## src/hdl/xt_io_pkg.sv

```systemverilog
/*
 * XT I/O glue shared definitions
 * Port map constants, EMS frame prefixes, bus and select structs,
 * and the EMS write action and read-back source encodings
 */
package xt_io_pkg;

    localparam int ADDR_W    = 20;
    localparam int DATA_W    = 8;
    localparam int EMS_PAGES = 4;
    localparam int EMS_MAP_W = 7;

    // ISA port addresses, compared on address[15:0]
    localparam logic [15:0] EMS_PORT_BASE = 16'h0260;
    localparam logic [15:0] LPT_PORT      = 16'h0378;
    localparam logic [15:0] NMI_PORT_BASE = 16'h00A0;

    // Upper nibble of the 64 KB EMS page frame
    localparam logic [3:0] EMS_FRAME_A = 4'b1010;
    localparam logic [3:0] EMS_FRAME_C = 4'b1100;
    localparam logic [3:0] EMS_FRAME_D = 4'b1101;

    localparam logic [DATA_W-1:0] LPT_RESET = 8'hFF;
    localparam logic [DATA_W-1:0] NMI_RESET = 8'hFF;

    // Unmapped read value, also the write byte that unmaps a page
    localparam logic [DATA_W-1:0] IDLE_BYTE = 8'hFF;

    typedef struct packed {
        logic [ADDR_W-1:0] address;
        logic [DATA_W-1:0] data;
        logic              io_read_n;
        logic              io_write_n;
        logic              address_enable_n;
    } bus_req_t;

    typedef struct packed {
        logic pic;
        logic pit;
        logic ppi;
        logic ems;
        logic lpt;
        logic nmi_mask;
    } dev_sel_t;

    typedef struct packed {
        logic                 enable;
        logic [EMS_MAP_W-1:0] page;
    } ems_map_t;

    typedef enum logic [1:0] {
        EMS_KEEP,
        EMS_MAP,
        EMS_UNMAP
    } ems_action_e;

    typedef enum logic [2:0] {
        SRC_NONE,
        SRC_INTA,
        SRC_PIC,
        SRC_PIT,
        SRC_PPI,
        SRC_EMS,
        SRC_LPT,
        SRC_NMI
    } read_src_e;

endpackage

```

## src/hdl/ems_mapper.sv

```systemverilog
/*
 * EMS page mapper
 * Four page-map registers at 260h..263h and the memory window
 * hit outputs for the selected page frame
 */
`timescale 1ns/1ps

module ems_mapper
    import xt_io_pkg::*;
(
    input  logic                    clock,
    input  logic                    reset,
    input  bus_req_t                bus_i,
    input  dev_sel_t                sel_i,
    input  logic [1:0]              ems_frame_i,
    output ems_map_t [EMS_PAGES-1:0] maps_o,
    output logic [EMS_PAGES-1:0]    ems_hit_o
);

    ems_action_e action;
    ems_map_t    new_entry;
    logic [1:0]  wr_index;
    ems_action_e wr_action;
    ems_map_t    wr_entry;
    logic        wr_en;
    logic [3:0]  frame;
    logic        mem_cycle;

    // Classify the write byte
    always_comb begin
        if (bus_i.data == IDLE_BYTE) begin
            action    = EMS_UNMAP;
            new_entry = '{enable: 1'b0, page: IDLE_BYTE[EMS_MAP_W-1:0]};
        end
        else if (~bus_i.data[DATA_W-1]) begin
            action    = EMS_MAP;
            new_entry = '{enable: 1'b1, page: bus_i.data[EMS_MAP_W-1:0]};
        end
        else begin
            action    = EMS_KEEP;
            new_entry = maps_o[bus_i.address[1:0]];
        end
    end

    // First stage: capture the write request
    always_ff @(posedge clock, posedge reset) begin
        if (reset) begin
            wr_en     <= 1'b0;
            wr_action <= EMS_KEEP;
        end
        else begin
            wr_en     <= sel_i.ems & ~bus_i.io_write_n;
            wr_action <= action;
        end
    end

    always_ff @(posedge clock) begin
        wr_index <= bus_i.address[1:0];
        wr_entry <= new_entry;
    end

    // Second stage: update the map entry
    always_ff @(posedge clock, posedge reset) begin
        if (reset) begin
            maps_o <= '0;
        end
        else if (wr_en && wr_action != EMS_KEEP) begin
            maps_o[wr_index] <= wr_entry;
        end
    end

    always_comb begin
        case (ems_frame_i)
            2'd0:    frame = EMS_FRAME_A;
            2'd1:    frame = EMS_FRAME_C;
            default: frame = EMS_FRAME_D;
        endcase
    end

    assign mem_cycle = bus_i.io_read_n & bus_i.io_write_n;

    // 16 KB windows inside the 64 KB frame
    for (genvar n = 0; n < EMS_PAGES; n++) begin : g_hit
        assign ems_hit_o[n] = mem_cycle & maps_o[n].enable
                            & (bus_i.address[ADDR_W-1:14] == {frame, 2'(n)});
    end

endmodule

```

## src/hdl/io_decode.sv

```systemverilog
/*
 * I/O address decoder
 * Maps the ISA port address to internal device selects and
 * the active-low chip selects of the on-board peripherals
 */
`timescale 1ns/1ps

module io_decode
    import xt_io_pkg::*;
(
    input  bus_req_t bus_i,
    input  logic     ems_enabled_i,
    input  logic     tandy_video_i,
    output dev_sel_t sel_o,
    output logic     dma_cs_n_o,
    output logic     dma_page_cs_n_o,
    output logic     pic_cs_n_o,
    output logic     pit_cs_n_o,
    output logic     ppi_cs_n_o
);

    logic       io_cycle;
    logic       io_qual;
    logic       xt_block;
    logic [2:0] block;
    logic       dma_hit;
    logic       dma_page_hit;
    logic       pic_hit;
    logic       pit_hit;
    logic       ppi_hit;

    assign io_cycle = ~bus_i.io_read_n | ~bus_i.io_write_n;
    assign io_qual  = io_cycle & ~bus_i.address_enable_n;

    // First 256 ports are split into 32-byte blocks
    assign xt_block = io_qual & (bus_i.address[9:8] == 2'b00);
    assign block    = bus_i.address[7:5];

    always_comb begin
        dma_hit      = 1'b0;
        pic_hit      = 1'b0;
        pit_hit      = 1'b0;
        ppi_hit      = 1'b0;
        dma_page_hit = 1'b0;
        if (xt_block) begin
            case (block)
                3'd0: dma_hit = 1'b1;
                3'd1: pic_hit = 1'b1;
                3'd2: pit_hit = 1'b1;
                3'd3: ppi_hit = 1'b1;
                3'd4: dma_page_hit = 1'b1;
                default: ;
            endcase
        end
    end

    always_comb begin
        sel_o.pic = pic_hit;
        sel_o.pit = pit_hit;
        sel_o.ppi = ppi_hit;

        // 260h..263h
        sel_o.ems = io_qual & ems_enabled_i
                  & (bus_i.address[15:2] == EMS_PORT_BASE[15:2]);

        sel_o.lpt = io_qual & (bus_i.address[15:0] == LPT_PORT);

        // A0h..A7h, Tandy only
        sel_o.nmi_mask = io_qual & tandy_video_i
                       & (bus_i.address[15:3] == NMI_PORT_BASE[15:3]);
    end

    assign dma_cs_n_o      = ~dma_hit;
    assign dma_page_cs_n_o = ~dma_page_hit;
    assign pic_cs_n_o      = ~pic_hit;
    assign pit_cs_n_o      = ~pit_hit;
    assign ppi_cs_n_o      = ~ppi_hit;

endmodule

```

## src/hdl/port_latches.sv

```systemverilog
/*
 * Port latches
 * Printer data latch at 378h and Tandy NMI mask at A0h..A7h
 */
`timescale 1ns/1ps

module port_latches
    import xt_io_pkg::*;
(
    input  logic              clock,
    input  logic              reset,
    input  bus_req_t          bus_i,
    input  dev_sel_t          sel_i,
    output logic [DATA_W-1:0] lpt_data_o,
    output logic [DATA_W-1:0] nmi_mask_o
);

    logic lpt_write;
    logic nmi_write;

    assign lpt_write = sel_i.lpt & ~bus_i.io_write_n;
    assign nmi_write = sel_i.nmi_mask & ~bus_i.io_write_n;

    always_ff @(posedge clock, posedge reset) begin
        if (reset) begin
            lpt_data_o <= LPT_RESET;
        end
        else if (lpt_write) begin
            lpt_data_o <= bus_i.data;
        end
    end

    // Bit 7 gates NMI, the rest is kept readable
    always_ff @(posedge clock, posedge reset) begin
        if (reset) begin
            nmi_mask_o <= NMI_RESET;
        end
        else if (nmi_write) begin
            nmi_mask_o <= bus_i.data;
        end
    end

endmodule

```

## src/hdl/read_mux.sv

```systemverilog
/*
 * Read-back data mux
 * Fixed-priority selection of the read source, registered onto
 * the chipset data bus with its valid flag
 */
`timescale 1ns/1ps

module read_mux
    import xt_io_pkg::*;
(
    input  logic                     clock,
    input  logic                     reset,
    input  bus_req_t                 bus_i,
    input  dev_sel_t                 sel_i,
    input  logic                     interrupt_acknowledge_n_i,
    input  logic [DATA_W-1:0]        pic_data_i,
    input  logic [DATA_W-1:0]        pit_data_i,
    input  logic [DATA_W-1:0]        ppi_data_i,
    input  ems_map_t [EMS_PAGES-1:0] maps_i,
    input  logic [DATA_W-1:0]        lpt_data_i,
    input  logic [DATA_W-1:0]        nmi_mask_i,
    output logic [DATA_W-1:0]        data_bus_out_o,
    output logic                     data_out_valid_o
);

    read_src_e         src;
    ems_map_t          ems_entry;
    logic [DATA_W-1:0] ems_byte;
    logic [DATA_W-1:0] rd_byte;
    logic              rd;

    assign rd = ~bus_i.io_read_n;

    // INTA wins even without a read strobe
    always_comb begin
        if (~interrupt_acknowledge_n_i) src = SRC_INTA;
        else if (rd && sel_i.pic)       src = SRC_PIC;
        else if (rd && sel_i.pit)       src = SRC_PIT;
        else if (rd && sel_i.ppi)       src = SRC_PPI;
        else if (rd && sel_i.ems)       src = SRC_EMS;
        else if (rd && sel_i.lpt)       src = SRC_LPT;
        else if (rd && sel_i.nmi_mask)  src = SRC_NMI;
        else                            src = SRC_NONE;
    end

    assign ems_entry = maps_i[bus_i.address[1:0]];
    assign ems_byte  = ems_entry.enable ? {1'b0, ems_entry.page} : IDLE_BYTE;

    always_comb begin
        case (src)
            SRC_INTA, SRC_PIC: rd_byte = pic_data_i;
            SRC_PIT:           rd_byte = pit_data_i;
            SRC_PPI:           rd_byte = ppi_data_i;
            SRC_EMS:           rd_byte = ems_byte;
            SRC_LPT:           rd_byte = lpt_data_i;
            SRC_NMI:           rd_byte = nmi_mask_i;
            default:           rd_byte = '0;
        endcase
    end

    always_ff @(posedge clock, posedge reset) begin
        if (reset) begin
            data_bus_out_o   <= '0;
            data_out_valid_o <= 1'b0;
        end
        else begin
            data_bus_out_o   <= rd_byte;
            data_out_valid_o <= (src != SRC_NONE);
        end
    end

endmodule

```

## src/hdl/xt_io_top.sv

```systemverilog
/*
 * XT peripheral board I/O glue
 * Port decode, EMS mapper, port latches and read-back bus
 */
`timescale 1ns/1ps

module xt_io_top
    import xt_io_pkg::*;
(
    input  logic                 clock,
    input  logic                 reset,
    input  bus_req_t             bus_i,
    input  logic                 interrupt_acknowledge_n_i,
    input  logic                 tandy_video_i,
    input  logic                 ems_enabled_i,
    input  logic [1:0]           ems_frame_i,
    input  logic [DATA_W-1:0]    pic_data_i,
    input  logic [DATA_W-1:0]    pit_data_i,
    input  logic [DATA_W-1:0]    ppi_data_i,
    output logic                 dma_cs_n_o,
    output logic                 dma_page_cs_n_o,
    output logic                 pic_cs_n_o,
    output logic                 pit_cs_n_o,
    output logic                 ppi_cs_n_o,
    output logic [EMS_PAGES-1:0] ems_hit_o,
    output logic [DATA_W-1:0]    data_bus_out_o,
    output logic                 data_out_valid_o
);

    dev_sel_t                 sel;
    ems_map_t [EMS_PAGES-1:0] maps;
    logic [DATA_W-1:0]        lpt_data;
    logic [DATA_W-1:0]        nmi_mask_data;

    io_decode i_decode (
        .bus_i           (bus_i),
        .ems_enabled_i   (ems_enabled_i),
        .tandy_video_i   (tandy_video_i),
        .sel_o           (sel),
        .dma_cs_n_o      (dma_cs_n_o),
        .dma_page_cs_n_o (dma_page_cs_n_o),
        .pic_cs_n_o      (pic_cs_n_o),
        .pit_cs_n_o      (pit_cs_n_o),
        .ppi_cs_n_o      (ppi_cs_n_o)
    );

    ems_mapper i_ems (
        .clock       (clock),
        .reset       (reset),
        .bus_i       (bus_i),
        .sel_i       (sel),
        .ems_frame_i (ems_frame_i),
        .maps_o      (maps),
        .ems_hit_o   (ems_hit_o)
    );

    port_latches i_latches (
        .clock      (clock),
        .reset      (reset),
        .bus_i      (bus_i),
        .sel_i      (sel),
        .lpt_data_o (lpt_data),
        .nmi_mask_o (nmi_mask_data)
    );

    read_mux i_read (
        .clock                     (clock),
        .reset                     (reset),
        .bus_i                     (bus_i),
        .sel_i                     (sel),
        .interrupt_acknowledge_n_i (interrupt_acknowledge_n_i),
        .pic_data_i                (pic_data_i),
        .pit_data_i                (pit_data_i),
        .ppi_data_i                (ppi_data_i),
        .maps_i                    (maps),
        .lpt_data_i                (lpt_data),
        .nmi_mask_i                (nmi_mask_data),
        .data_bus_out_o            (data_bus_out_o),
        .data_out_valid_o          (data_out_valid_o)
    );

endmodule

```

## config.mk

```make
export PLATFORM = sky130hd
export DESIGN_NAME = xt_io_top
export DESIGN_NICKNAME = d
export VERILOG_FILES = /design/src/hdl/xt_io_pkg.sv /design/src/hdl/ems_mapper.sv /design/src/hdl/io_decode.sv /design/src/hdl/port_latches.sv /design/src/hdl/read_mux.sv /design/src/hdl/xt_io_top.sv
export SDC_FILE = /design/constraint.sdc
export NUM_CORES = 1
export LEC_CHECK = 0
export BUFFER_PORTS_ARGS = -buffer_cell sky130_fd_sc_hd__buf_2
export CAP_MARGIN = 20
export CORE_ASPECT_RATIO = 0.8
export CORE_MARGIN = 3
export CORE_UTILIZATION = 54
export CTS_CLUSTER_DIAMETER = 200
export DETAILED_ROUTE_END_ITERATION = 8
export PLACE_DENSITY = 0.8
export SLEW_MARGIN = 20
export SYNTH_ARGS = -nofsm -noshare
export SYNTH_HDL_FRONTEND = slang
export SYNTH_SLANG_ARGS = --single-unit
```

## constraint.sdc

```tcl
create_clock -name clock -period 1.8 [get_ports clock]
set_input_delay 0.09 -clock clock [delete_from_list [all_inputs] [get_ports clock]]
set_output_delay 0.09 -clock clock [all_outputs]
set_load 0.05 [all_outputs]
```

==> metrics.txt <==
synth unique cells 54; Final Non-Filler Cells roughly 470; Cell Chain, Critical Path mux4_2, or2b_1, a31o_2, a211o_1; Critical Path Source Type flop; Arr. time, crit path 1.93 ns; Antenna diodes 0; max-cap violations 0; vias in the first global route 2900; Hold Path Class primary input to flop; Required @ worst endpoint between 2 and 2.5 ns; GRT Residual Overflow 0; minimum clock period roughly 1.7 ns; Synth Flop Type dfrtp_1; RSZ-0062 raised after global routing false; flop2flop setup slack around 0.097 ns; Iter 0 DRT Violations 111; Die Span Y slightly below 80 µm; initial antenna violation count 0; worst relative slew slack 66.1%; worst setup margin about 0.097 ns; drt first pass iters 6; Vias around 2700; CP Capture Type flop; total routed wirelength 8.44 mm; Setup WS pre-CTS -0.0350 ns; status complete, no violations; Layout Utilization 72.0%; Tightest Pin Transition 0.503 ns; CP top delay family multiplexers; H-tree levels 3; Final HPWL DP 6.30 mm; area grow syn2layout 25.6%; Wirelength per Cell 18.1 µm; Post-Syn Instances 278; post-route antenna net violation count 0; largest net degree at the start of global routing 61; row count 25; I/O pins 80; Slowest-stage cell, CP mux4_2; Initial Util a little under three fifths; CTS Buf Count 9; vias per std cell 5.85; final worst-path cycle share 94.6%; Seq/Total Area, Yosys 49.2%; FF+latch count, synth 70; Slowest Stage Delay on Critical Path ~0.50 ns; Post-synth ARST share between 80% and 90%; Power Dens Cells 766 nW/µm²; number of setup violations in the final report 0; TritonCTS clock tree built; placed insts 445; Post-Syn Nets 340; Post-synth EDFFs 0; Die X ~96 µm; GP Congestion approximately 0.8; I/O Buffers 79; Worst VDD drop 0.679 mV; Die ar. 7490 µm²; CP bufs+invs 0; first-pass GRT wire length ~14 mm; Fillers 440; Setup CP Type flop to flop; Yosys Warn Count 0; Clock Latency Late Sink 0.34 ns; Root Buffer clkbuf_8; clk sinks 70; overall global routing resource usage 24.1%; NumNets Final 443; Post-route DRC 0; Pins Over Slew Limit 0; synthesized cell area 3500 µm²; endpoints failing hold 0; CTS Buffer Depth 2; average size of a mapped cell 12.6 µm²; cell leakage power 0.00208 µW; Clock Pin Slew Worst Setup and Hold Paths 0.07 ns; Hold Worst Slack 0.0104 ns; core area about 6100 µm²; setup bufs post-CTS 0; share of layout cells above drive strength 1 a little under 50%; FMAX 587 MHz; Worst Clk Skew about 0.0061 ns; CP max FO 2
layer usage:
layer / global-route usage (%) / up-vias / wire length, µm
met5: 0 / - / 0
met4: 7.53 / 0 / 165
met3: 6.49 / 18 / 556
met2: 39.1 / 97 / 4150
met1: 31.3 / 1367 / 3560
li1: - / 1248 / -
where the power goes:
group / switching [µW] / internal, µW
logic: 201 / 130
registers: 17.4 / 1600
clock network: 563 / 857
sequential cells by signal, indices dropped and copies added (netlist names):
signal / flops
i_ems.wr_en: 1
i_ems.maps_o: 32
i_latches.lpt_data_o: 8
i_read.data_bus_out_o: 8
i_read.data_out_valid_o: 1
i_ems.wr_action: 2
i_ems.wr_index: 2
i_ems.wr_entry: 8
i_latches.nmi_mask_o: 8
through the flow:
step,cell area (µm²),setup TNS [ns],power (µW)
finish,4390,0,3370
floorplan,3510,0,1810
CTS,4390,0,3390
detailed placement,4110,-0.109,1960
global placement,4110,0,1960
global route,4390,0,3490
synthesized netlist by cell type, types with 2 or more instances:
cell type   n  area (µm²)
a211o_1     2        17.5
a21oi_1     6        30.0
a21oi_2     4        35.0
a221oi_1    6        52.6
a22o_1      8        70.1
a31o_2      2        17.5
a32o_1      2        20.0
and2_4      2        17.5
and3b_1     2        17.5
buf_4       2        15.0
buf_6       2        22.5
dfrtp_1    44        1100
dfstp_2    16         420
dfxtp_1    10         200
inv_1      10        37.5
mux2_1     14         158
mux2_2     32         360
mux2i_1     6        60.1
mux4_2      8         180
nand2_1     9        33.8
nand3_1     5        25.0
nand4_1     4        25.0
nor2_1     24        90.1
nor3_1      2        10.0
nor3_2      3        30.0
nor3_4      2        32.5
nor3b_1     2        15.0
nor3b_2     3        37.5
o21ai_0    14        70.1
o21ai_1     6        30.0
or2b_1      3        22.5
logic make-up after synthesis:
kind of cell           share of synthesized area, %
AND/OR/NAND/NOR                                13.8
flip-flops                                     49.2
multiplexers                                   21.7
AO/OA/AOI/OAI                                  12.5
buffers and inverters                          2.50
XOR/XNOR                                      0.250
layout by cell type (no fill, tap or decap), types with 3 or more instances in the layout:
master          n
a21oi_1         6
a21oi_2         4
a221oi_1        6
a22o_1          8
buf_12          4
buf_2          79
buf_4           9
clkbuf_8       11
dfrtp_1        44
dfstp_2        16
dfxtp_1        10
dlygate4sd3_1   6
inv_1           9
mux2_1         14
mux2_2         32
mux2i_1         6
mux4_2          8
nand2_1         9
nand3_1         5
nand4_1         4
nor2_1         24
nor3_2          3
nor3b_2         4
o21ai_0        14
o21ai_1         6
or2b_1          3
path summary, 6_finish.rpt:
kind / start / endpoint / depth (start not counted)
max in group asynchronous: reset / i_latches.nmi_mask_o[4] / 4
max reg2reg: i_ems.maps_o[24] / i_read.data_bus_out_o[0] / 4
min reg2reg: i_ems.maps_o[19] / i_ems.maps_o[19] / 1
min: bus_i[7] / i_latches.nmi_mask_o[4] / 3
max: i_ems.maps_o[24] / i_read.data_bus_out_o[0] / 4
min in group asynchronous: reset / i_read.data_bus_out_o[3] / 4
worst reg2reg max path, stage by stage (launching register included):
cell and delay (ns):
dfrtp_1 0.38, mux4_2 0.50, or2b_1 0.25, a31o_2 0.24, a211o_1 0.22
repair_timing:
action                    in CTS  in global routing
hold endpoints to repair      49                  0
resized for setup              0                  0
hold buffers                   6                  0
cell type report:
cell class                      count  area, µm²  area share, %
Inverter                           11       41.3          0.940
Clock inverter                      3       67.6           1.54
Tap cell                           81        101           2.31
Multi-Input combinational cell    191       1700           38.7
Clock buffer                       13        159           3.62
Timing Repair Buffer               98        603           13.7
Sequential cell                    70       1720           39.2
Note: power is estimated with default switching activity, not from simulation.
